### src/hdl/rename_config.svh
`ifndef RENAME_CONFIG_SVH
`define RENAME_CONFIG_SVH

// architectural register count
`define RN_ARCH_REGS 32

// physical register count, must exceed RN_ARCH_REGS
`define RN_PHYS_REGS 64

// register data width
`define RN_XLEN 32

`endif

### src/hdl/rename_pkg.sv
`default_nettype none

package rename_pkg;

`include "rename_config.svh"

    typedef logic [$clog2(`RN_ARCH_REGS)-1:0] arch_idx_t;
    typedef logic [$clog2(`RN_PHYS_REGS)-1:0] phys_idx_t;
    typedef logic [`RN_XLEN-1:0]              data_t;

    // uop entering rename
    typedef struct packed {
        logic      valid;
        arch_idx_t rd1;
        arch_idx_t rd2;
        arch_idx_t wr;
    } rename_req_t;

    typedef struct packed {
        logic      valid;
        phys_idx_t phys_rd1;
        phys_idx_t phys_rd2;
        logic      rdy1;
        logic      rdy2;
        data_t     val1;
        data_t     val2;
        phys_idx_t phys_wr;
    } rename_rsp_t;

    // result ring writeback
    typedef struct packed {
        logic      valid;
        phys_idx_t phys;
        data_t     value;
    } ring_wb_t;

    // in-order retirement from the ROB
    typedef struct packed {
        logic      valid;
        arch_idx_t arch;
        phys_idx_t new_phys;
        phys_idx_t old_phys;
    } rob_commit_t;

endpackage

`default_nettype wire

### src/hdl/rename_map.sv
`timescale 1ns/1ps
`default_nettype none

`include "rename_config.svh"

module rename_map import rename_pkg::*; (
    input  logic        clk,
    input  logic        arst_n,

    input  rename_req_t req,
    input  phys_idx_t   alloc_phys,

    input  rob_commit_t commit,
    input  logic        rollback,

    output phys_idx_t   phys_rd1,
    output phys_idx_t   phys_rd2
);

    // speculative view, updated at rename
    phys_idx_t spec_map [`RN_ARCH_REGS];

    // committed view, updated at retirement
    phys_idx_t comm_map     [`RN_ARCH_REGS];
    phys_idx_t comm_map_nxt [`RN_ARCH_REGS];

    always_comb begin
        comm_map_nxt = comm_map;
        if (commit.valid) begin
            comm_map_nxt[commit.arch] = commit.new_phys;
        end
    end

    // identity mapping out of reset
    always_ff @(posedge clk or negedge arst_n) begin
        if (!arst_n) begin
            for (int i = 0; i < `RN_ARCH_REGS; i++) begin
                spec_map[i] <= phys_idx_t'(i);
                comm_map[i] <= phys_idx_t'(i);
            end
        end else begin
            comm_map <= comm_map_nxt;
            if (rollback) begin
                // a same-cycle commit is already part of the copy
                spec_map <= comm_map_nxt;
            end else if (req.valid) begin
                spec_map[req.wr] <= alloc_phys;
            end
        end
    end

    // sources see the map before this uop's own write
    always_ff @(posedge clk) begin
        phys_rd1 <= spec_map[req.rd1];
        phys_rd2 <= spec_map[req.rd2];
    end

    // issue and rollback are exclusive on the producer side
    a_no_req_on_rollback: assert property (
        @(posedge clk) disable iff (!arst_n)
        !(rollback && req.valid)
    ) else $error("rename_map: req.valid asserted together with rollback");

endmodule

`default_nettype wire

### src/hdl/phys_free_list.sv
`timescale 1ns/1ps
`default_nettype none

`include "rename_config.svh"

module phys_free_list import rename_pkg::*; (
    input  logic        clk,
    input  logic        arst_n,

    input  logic        alloc,
    input  rob_commit_t commit,
    input  logic        rollback,

    output phys_idx_t   next_free,
    output logic        none_free
);

    // a set bit means the register is free
    logic [`RN_PHYS_REGS-1:0] spec_free;
    logic [`RN_PHYS_REGS-1:0] spec_free_nxt;
    logic [`RN_PHYS_REGS-1:0] comm_free;
    logic [`RN_PHYS_REGS-1:0] comm_free_nxt;

    // lowest free index wins
    always_comb begin
        next_free = '0;
        for (int i = `RN_PHYS_REGS - 1; i >= 0; i--) begin
            if (spec_free[i]) begin
                next_free = phys_idx_t'(i);
            end
        end
    end

    assign none_free = ~|spec_free;

    always_comb begin
        comm_free_nxt = comm_free;
        spec_free_nxt = spec_free;
        if (commit.valid) begin
            comm_free_nxt[commit.new_phys] = 1'b0;
            comm_free_nxt[commit.old_phys] = 1'b1;
            spec_free_nxt[commit.old_phys] = 1'b1;
        end
        if (alloc) begin
            spec_free_nxt[next_free] = 1'b0;
        end
        if (rollback) begin
            spec_free_nxt = comm_free_nxt;
        end
    end

    // arch registers start allocated, the rest free
    always_ff @(posedge clk or negedge arst_n) begin
        if (!arst_n) begin
            for (int i = 0; i < `RN_PHYS_REGS; i++) begin
                spec_free[i] <= (i >= `RN_ARCH_REGS);
                comm_free[i] <= (i >= `RN_ARCH_REGS);
            end
        end else begin
            spec_free <= spec_free_nxt;
            comm_free <= comm_free_nxt;
        end
    end

    a_no_alloc_when_empty: assert property (
        @(posedge clk) disable iff (!arst_n)
        alloc |-> !none_free
    ) else $error("phys_free_list: allocation with no free register");

    // retirement must release a register the committed state still owns
    a_no_double_free: assert property (
        @(posedge clk) disable iff (!arst_n)
        commit.valid |-> !comm_free[commit.old_phys]
    ) else $error("phys_free_list: commit frees p%0d twice", commit.old_phys);

endmodule

`default_nettype wire

### src/hdl/phys_reg_file.sv
`timescale 1ns/1ps
`default_nettype none

`include "rename_config.svh"

module phys_reg_file import rename_pkg::*; (
    input  logic      clk,
    input  logic      arst_n,

    input  logic      alloc,
    input  phys_idx_t alloc_phys,

    input  phys_idx_t rd1,
    input  phys_idx_t rd2,

    input  ring_wb_t  wb,
    input  logic      rollback,

    output logic      rdy1,
    output logic      rdy2,
    output data_t     val1,
    output data_t     val2
);

    data_t                    regs [`RN_PHYS_REGS];
    logic [`RN_PHYS_REGS-1:0] ready;

    logic bypass1;
    logic bypass2;

    assign bypass1 = wb.valid && (wb.phys == rd1);
    assign bypass2 = wb.valid && (wb.phys == rd2);

    // values start at zero so the identity mapping reads clean
    always_ff @(posedge clk or negedge arst_n) begin
        if (!arst_n) begin
            for (int i = 0; i < `RN_PHYS_REGS; i++) begin
                regs[i] <= '0;
            end
        end else if (wb.valid) begin
            regs[wb.phys] <= wb.value;
        end
    end

    always_ff @(posedge clk or negedge arst_n) begin
        if (!arst_n) begin
            ready <= '1;
        end else if (rollback) begin
            // speculative producers are gone
            ready <= '1;
        end else begin
            if (wb.valid) begin
                ready[wb.phys] <= 1'b1;
            end
            if (alloc) begin
                ready[alloc_phys] <= 1'b0;
            end
        end
    end

    // registered reads, same-cycle writeback forwarded
    always_ff @(posedge clk) begin
        if (bypass1) begin
            rdy1 <= 1'b1;
            val1 <= wb.value;
        end else begin
            rdy1 <= ready[rd1];
            val1 <= regs[rd1];
        end
        if (bypass2) begin
            rdy2 <= 1'b1;
            val2 <= wb.value;
        end else begin
            rdy2 <= ready[rd2];
            val2 <= regs[rd2];
        end
    end

    // ring only returns results for registers allocated since the last rollback
    a_wb_to_pending: assert property (
        @(posedge clk) disable iff (!arst_n)
        wb.valid |-> !ready[wb.phys]
    ) else $error("phys_reg_file: writeback to ready register p%0d", wb.phys);

endmodule

`default_nettype wire

### src/hdl/reg_rename.sv
`timescale 1ns/1ps
`default_nettype none

module reg_rename import rename_pkg::*; (
    input  logic        clk,
    input  logic        arst_n,

    input  rename_req_t req,
    input  ring_wb_t    wb,
    input  rob_commit_t commit,
    input  logic        rollback,

    output rename_rsp_t rsp,
    output logic        none_free
);

    phys_idx_t next_free;
    phys_idx_t map_rd1;
    phys_idx_t map_rd2;

    // map stage
    logic      s1_valid;
    phys_idx_t s1_phys_wr;

    // register file stage
    logic      s2_valid;
    phys_idx_t s2_phys_wr;
    phys_idx_t s2_rd1;
    phys_idx_t s2_rd2;

    logic  prf_rdy1;
    logic  prf_rdy2;
    data_t prf_val1;
    data_t prf_val2;

    rename_map i_map (
        .clk        (clk),
        .arst_n     (arst_n),
        .req        (req),
        .alloc_phys (next_free),
        .commit     (commit),
        .rollback   (rollback),
        .phys_rd1   (map_rd1),
        .phys_rd2   (map_rd2)
    );

    phys_free_list i_free (
        .clk       (clk),
        .arst_n    (arst_n),
        .alloc     (req.valid),
        .commit    (commit),
        .rollback  (rollback),
        .next_free (next_free),
        .none_free (none_free)
    );

    // ready bit drops in the same edge that maps the destination
    phys_reg_file i_prf (
        .clk        (clk),
        .arst_n     (arst_n),
        .alloc      (req.valid),
        .alloc_phys (next_free),
        .rd1        (map_rd1),
        .rd2        (map_rd2),
        .wb         (wb),
        .rollback   (rollback),
        .rdy1       (prf_rdy1),
        .rdy2       (prf_rdy2),
        .val1       (prf_val1),
        .val2       (prf_val2)
    );

    always_ff @(posedge clk or negedge arst_n) begin
        if (!arst_n) begin
            s1_valid <= 1'b0;
            s2_valid <= 1'b0;
        end else begin
            s1_valid <= req.valid;
            s2_valid <= s1_valid;
        end
    end

    always_ff @(posedge clk) begin
        s1_phys_wr <= next_free;
        s2_phys_wr <= s1_phys_wr;
        s2_rd1     <= map_rd1;
        s2_rd2     <= map_rd2;
    end

    always_comb begin
        rsp.valid    = s2_valid;
        rsp.phys_rd1 = s2_rd1;
        rsp.phys_rd2 = s2_rd2;
        rsp.rdy1     = prf_rdy1;
        rsp.rdy2     = prf_rdy2;
        rsp.val1     = prf_val1;
        rsp.val2     = prf_val2;
        rsp.phys_wr  = s2_phys_wr;
    end

endmodule

`default_nettype wire

### config.mk
export PLATFORM = sky130hd
export DESIGN_NAME = reg_rename
export DESIGN_NICKNAME = d
export VERILOG_FILES = /design/src/hdl/rename_pkg.sv /design/src/hdl/rename_map.sv /design/src/hdl/phys_free_list.sv /design/src/hdl/phys_reg_file.sv /design/src/hdl/reg_rename.sv
export VERILOG_INCLUDE_DIRS = /design/src /design/src/hdl
export SDC_FILE = /design/constraint.sdc
export NUM_CORES = 2
export LEC_CHECK = 0
export BUFFER_PORTS_ARGS = -buffer_cell sky130_fd_sc_hd__buf_2
export CAP_MARGIN = 20
export CORE_MARGIN = 2
export CORE_UTILIZATION = 40
export DETAILED_ROUTE_END_ITERATION = 10
export GPL_TIMING_DRIVEN = 0
export HOLD_SLACK_MARGIN = 0.06
export SYNTH_ARGS = -nofsm -noshare
export SYNTH_HDL_FRONTEND = slang
export SYNTH_SLANG_ARGS = --single-unit
### constraint.sdc
create_clock -name clk -period 3.9 [get_ports clk]
set_input_delay 0.195 -clock clk [delete_from_list [all_inputs] [get_ports clk]]
set_output_delay 0.195 -clock clk [all_outputs]
set_load 0.005 [all_outputs]
== Yosys cells after proc, flatten, opt, wreduce, memory -nomap -nowiden ==
Cells that the tools add are included.

* Register bits after elaboration: 2728
* Bits of input ports: 76
* Output and inout bits: 86
* Logic and storage cells: 302

* Magnitude comparators: 20
* Equality and inequality tests: 2
* Mux-type cells: 110
* Bitwise logic cells: 15
* Reduce and logical (&&, ||, !) cells: 12

{| class="wikitable"
|+ Operators by type and width
! operator !! count
|-
| 2048-bit bitwise mux || 1
|-
| 192-bit two-way mux || 3
|-
| 64-bit two-way mux || 8
|-
| 6-bit two-way mux || 70
|-
| 32-bit binary-select mux with 6-bit select || 2
|-
| 192-bit bitwise mux || 2
|-
| 32-bit two-way mux || 7
|-
| 64-bit AND || 3
|-
| 32-bit demux with 6-bit select || 1
|-
| 64-bit OR || 3
|-
| 64-bit inverter || 2
|-
| 64-bit OR reduction || 1
|-
| 6-bit binary-select mux with 5-bit select || 2
|-
| 6-bit demux with 5-bit select || 2
|-
| 6-bit by 7-bit less-than comparator with 1-bit output (second input constant) || 6
|-
| 1-bit demux with 6-bit select || 4
|-
| 6-bit by 1-bit greater-or-equal comparator with 1-bit output (second input constant) || 4
|-
| 6-bit greater-or-equal comparator (second input constant) || 4
|-
| 5-bit inverter with 6-bit output || 4
|-
| 7-bit greater-or-equal comparator (second input constant) || 3
|-
| 6-bit inverter with 7-bit output || 3
|-
| 1-bit binary-select mux with 6-bit select || 2
|-
| 6-bit == test || 2
|-
| 6-bit by 1-bit less-than comparator with 1-bit output (second input constant) || 2
|-
| 5 further kinds || 18
|}

== Depth between registers and ports, before layout ==
* Depth after elaboration: 72
* Depth in mapped cells: 10
* Gate-level depth less buffers: 8

== Cells and area by module ==
From an unflattened synthesis, not the netlist that was laid out.

* Cells, all modules: 11952
* Area, all modules: 143171.1 µm²

{| class="wikitable"
|+ By module, submodules not included
! module !! instances !! cells an instance !! area each (µm²) !! seq. area each (µm²)
|-
| phys_reg_file || 1 || 9849 || 115467.0 || 54252.0
|-
| rename_map || 1 || 1286 || 20298.2 || 10049.6
|-
| phys_free_list || 1 || 788 || 6852.8 || 3283.1
|-
| reg_rename || 1 || 29 || 553.0 || 530.5
|}

== Worst setup path after synthesis ==
OpenSTA, ideal clock, no wires.

* Path kind: register to register
* From: register i_map.phys_rd1[0]
* To: register i_prf.rdy1
* Setup time: 0.143 ns
* Arrival time: 2.284 ns
* Required time: 3.757 ns
* Slack: 1.473 ns
* Stages on the path, launching flop included: 8
* Path buffers: 3
* Period minus slack after synthesis: 2.427 ns
* Path through: dfxtp_1 > buf_2 > buf_2 > buf_2 > mux4_2 > mux4_2 > mux2i_1 > a31oi_1

* Longest elaborated chain between the ends: 2
* Elaborated cells between the ends (all ways): 4
* Classes of those cells: eq/ne: 1; mux: 2; reduce/logical: 1

{| class="wikitable"
|+ RTL lines
! element !! line !! RTL
|-
| start: declaration || rename_map.sv:16 || <nowiki>output phys_idx_t phys_rd1,</nowiki>
|-
| start signal: assignment || rename_map.sv:54 || <nowiki>phys_rd1 <= spec_map[req.rd1];</nowiki>
|-
| 1-bit binary-select mux with 6-bit select or 6-bit == test (tied branches) || phys_reg_file.sv:67, phys_reg_file.sv:31 ||
|-
| 1-bit two-way mux (not written as such) or 1-bit logical AND (tied branches) || phys_reg_file.sv:67, phys_reg_file.sv:31 ||
|-
| end signal: assignment || phys_reg_file.sv:67 || <nowiki>rdy1 <= ready[rd1];</nowiki>
|-
| end: declaration || phys_reg_file.sv:19 || <nowiki>output logic rdy1,</nowiki>
|}

Parallel ways exist; a longest one is shown, timed or not. The select of a mux whose other input is x is not followed.
A chain may end at the register's enable or synchronous reset.

== Final worst setup path ==
* From: register i_map.phys_rd2[0]
* To: register i_prf.val2[26]

* Longest elaborated chain between the ends: 5
* Elaborated cells between the ends (all ways): 7
* Classes of those cells: eq/ne: 1; mux: 4; bitwise: 1; reduce/logical: 1

{| class="wikitable"
|+ RTL lines
! element !! line !! RTL
|-
| start: declaration || rename_map.sv:17 || <nowiki>output phys_idx_t phys_rd2</nowiki>
|-
| start signal: assignment || rename_map.sv:55 || <nowiki>phys_rd2 <= spec_map[req.rd2];</nowiki>
|-
| 6-bit inverter with 7-bit output (not written as such) || phys_reg_file.sv:75 || <nowiki>val2 <= regs[rd2];</nowiki>
|-
| 32-bit binary-select mux with 6-bit select || phys_reg_file.sv:75 ||
|-
| 32-bit two-way mux (not written as such) (2 in a row) || phys_reg_file.sv:75 ||
|-
| 32-bit two-way mux (*) || phys_reg_file.sv:70 || <nowiki>if (bypass2) begin</nowiki>
|-
| end signal: assignment || phys_reg_file.sv:72 || <nowiki>val2 <= wb.value;</nowiki>
|-
| end signal: assignment || phys_reg_file.sv:75 ||
|-
| end: declaration || phys_reg_file.sv:22 || <nowiki>output data_t val2</nowiki>
|}

Every way passes the cells marked *; elsewhere a longest branch is shown, timed or not. The select of a mux whose other input is x is not followed.

==> results.py <==
metrics = {
    "final_layout": {
        "fin_area_um2": 162700,
        "syn_to_final_growth_pct": 15.50,
        "n_fill_cell": 30409,
        "layout_commonest_cell": "dfrtp_1",
        "drive_gt1_share_pct": 50.29,
        "finalNetCount": 10272,
        "most-common-layout-cells": "2338 x dfrtp_1, 2249 x mux2_2, 1424 x mux4_2",
    },
    "global_route": {
        "grt_antenna_before_repair": 59,
        "gr-total-overflow": 0,
        "grt_max_degree": 170,
        "grt_pass1_vias": 101902,
        "grt_pass1_wl_um": 862800,
        "grt_use_total_pct": 35.35,
    },
    "clock_tree": {
        "clockRootBuffer": "clkbuf_16",
        "cts_buffer_depth": 4,
        "clk_latency_ps": 980,
        "cts_sinks": 2728,
        "htree_levels": 5,
        "cts.clk_slew.worst_paths_ps": 60,
        "tritoncts": "built",
        "cts_made_buffers": 318,
    },
    "placement": {
        "dp_hpwl_um": 458100,
        "pre_cts_ws_ps": -1466,
        "place_congestion": 1.002,
        "placed_area_um2": 150300,
        "portBuffers": 118,
    },
    "timing": {
        "maxSlewViolCount": 0,
        "fin_crit_ps": 4387,
        "finalWorstSetupSlack_ps": -486.7,
        "fmax_ghz": 0.2280,
        "maxSlewHeadroom_pct": 10.73,
        "clock-skew-final_ps": 77.35,
        "setup_violations": 56,
        "rsz0062_at_grt": "yes",
        "hold_violations": 0,
        "worst_pin_slew_ps": 1336,
        "fin_crit_sh_pct": 112.5,
    },
    "routing": {
        "drc": 0,
        "drt-met1-wl_um": 230800,
        "drtIter0Drc": 14452,
        "wl_met2_um": 271100,
        "top_layer": "met5",
        "wl_met3_um": 81450,
        "num_vias": 103262,
        "wl_per_cell_um": 42.38,
        "drt_pass1_iterations": 10,
        "antenna_left": 0,
        "routed_via_density": 6.838,
        "routed_wl_um": 640000,
    },
    "logic_synthesis": {
        "synth_area_um2": 140900,
        "ys_seq_elements": 2728,
        "avgSynthCellArea_um2": 14.84,
        "synth_edf_count": 0,
        "ys.warnings.count": 0,
        "netlist_instances": 9492,
        "synth_ff_type": "dfrtp_1",
        "ys_async_sr_fraction_pct": 96.26,
        "synth_fp_nets": 9568,
        "ys_types": 69,
        "yosysSeqAreaShare_pct": 48.35,
    },
    "power": {
        "ir_drop_v": 0.0004396,
        "p_leak_uw": 0.06831,
        "cellPowerDensity_nw_per_um2": 601.7,
    },
    "floorplan": {
        "core_um2": 350000,
        "die_height_um": 597.5,
        "start_util_pct": 40.25,
        "rows": 217,
        "die-area_um2": 356900,
        "die_width_um": 597.5,
        "io_pins": 162,
    },
    "setup_path": {
        "worst_setup_path_end_kind": "flop",
        "cp.buffers_inverters": 6,
        "critical-path-top-delay-family": "buffers and inverters",
        "crit_path_cell_trace": "buf_2 > buf_2 > xor2_1 > or4_1 > clkbuf_1 > clkbuf_1 > buf_8 > clkbuf_1 > a21oi_1",
        "worstPathMaxFanout": 10,
        "rr_worst_depth": 9,
        "worst-path-stages": 9,
        "cp_common_cell": "clkbuf_1",
        "cp_slowest_cell": "clkbuf_1",
        "cpPeakStageDelay_ps": 860,
        "worstPathArrival_ps": 5030,
        "required_ps": 4550,
        "timing_worst_setup_path_type": "reg -> reg",
        "start_kind": "flop",
    },
    "worst_hold_path": {
        "hp-class": "in -> reg",
        "hold_depth": 4,
    },
    "run_status": {
        "status": "complete, but fails checks",
        "violations": "setup timing",
    },
    "flow_run": {
        "max_cap_violations": 0,
    },
}
==> per-layer routing <==
metal / vias up / track usage (%)
li1: 37955 / -
met1: 55449 / 44.05
met2: 7699 / 50.53
met3: 2125 / 13.17
met4: 34 / 25.23
met5: - / 0.4327
==> power by group <==
group	internal, uW	switching (uW)
clock network	17900	13000
logic	12800	18300
registers	32800	2970
==> logic make-up after synthesis <==
family,Yosys count,synth area share (%)
mux,3765,41.40
flops,2728,48.35
simple gates,1016,3.337
compound gates,993,3.842
buf+inv,978,2.998
xor+xnor,12,0.07461
==> final timing paths <==
path | from | endpoint | slack [ps]
min | commit[14] | i_map.comm_map[71] | 130
min reg2reg | s1_phys_wr[0] | s2_phys_wr[0] | 330
max in group asynchronous | arst_n | i_prf.regs[2021] | 720
max reg2reg | i_map.phys_rd2[0] | i_prf.val2[26] | -490
min in group asynchronous | arst_n | i_prf.regs[1525] | 310
max | i_map.phys_rd2[0] | i_prf.val2[26] | -490
==> state kept, by name, indices dropped and copies added (netlist names), 6 cells and up <==
name,flops
i_prf.val1,32
i_map.phys_rd1,6
i_free.comm_free,64
s2_rd1,6
i_prf.val2,32
i_free.spec_free,64
i_map.spec_map,192
s1_phys_wr,6
i_prf.regs,2048
i_prf.ready,64
s2_phys_wr,6
i_map.comm_map,192
s2_rd2,6
i_map.phys_rd2,6
==> worst min-delay path, stage by stage <==
cell	delay, ps
buf_2	180
nand3b_1	180
nor2_1	170
mux2_2	280
==> synthesized netlist by cell type (15+ instances only) <==
| master | count | area, um^2 |
|---|---|---|
| o21ai_0 | 286 | 1431 |
| nand2_1 | 340 | 1276 |
| nand2b_1 | 20 | 125.1 |
| buf_4 | 47 | 352.8 |
| nand3_1 | 31 | 155.2 |
| mux4_2 | 1424 | 32070 |
| dfrtp_1 | 2338 | 58510 |
| nor2_1 | 373 | 1400 |
| mux2i_1 | 92 | 920.9 |
| a31oi_1 | 45 | 281.5 |
| dfstp_2 | 288 | 7567 |
| mux2_2 | 2249 | 25330 |
| nor2b_1 | 22 | 137.6 |
| a21oi_1 | 428 | 2142 |
| o21ai_1 | 42 | 210.2 |
| buf_6 | 16 | 180.2 |
| nor4_1 | 20 | 125.1 |
| nand3b_1 | 16 | 120.1 |
| inv_1 | 15 | 56.30 |
| dfxtp_1 | 102 | 2042 |
| nor3_1 | 85 | 425.4 |
| buf_2 | 203 | 1016 |
| nand4_1 | 16 | 100.1 |
| buf_1 | 64 | 240.2 |
| o22ai_1 | 117 | 732.0 |
| a211oi_1 | 23 | 172.7 |
| clkbuf_1 | 629 | 2361 |
==> what timing repair did <==
item	4_1_cts	5_1_grt
endpoints found under the hold margin	1576	298
buffers inserted	3	0
pin swaps	1	0
resized for setup	84	37
cloned	0	2
hold buffers	76	20
endpoints found under the setup margin	86	314
==> metrics by stage <==
step                std cells  hold WS (ps)  TNS [ps]  utilization, %  power, uW
finish                  15101         126.0     -6884           46.49      97900
global route            15069         146.8    -455.5           46.47      99670
CTS                     15018        -669.1         0           46.26      96470
detailed placement      14367         168.8   -271180           42.93      65620
global placement        14209         318.7         -           42.07      64190
floorplan                9492        -100.6         0               -      51730
==> final cells by class <==
cell class	instances	area [um^2]	area share [%]
clock inverters	91	998.5	0.6137
inverters	19	72.57	0.04460
multi-input cells	5786	68650	42.20
flip-flops and latches	2728	68120	41.87
plain buffers	957	4471	2.748
repair buffers	386	4912	3.019
well taps	4599	5754	3.537
diodes	52	130.1	0.07998
clock buffers	483	9594	5.897
Power figures use the tool's default switching activity.
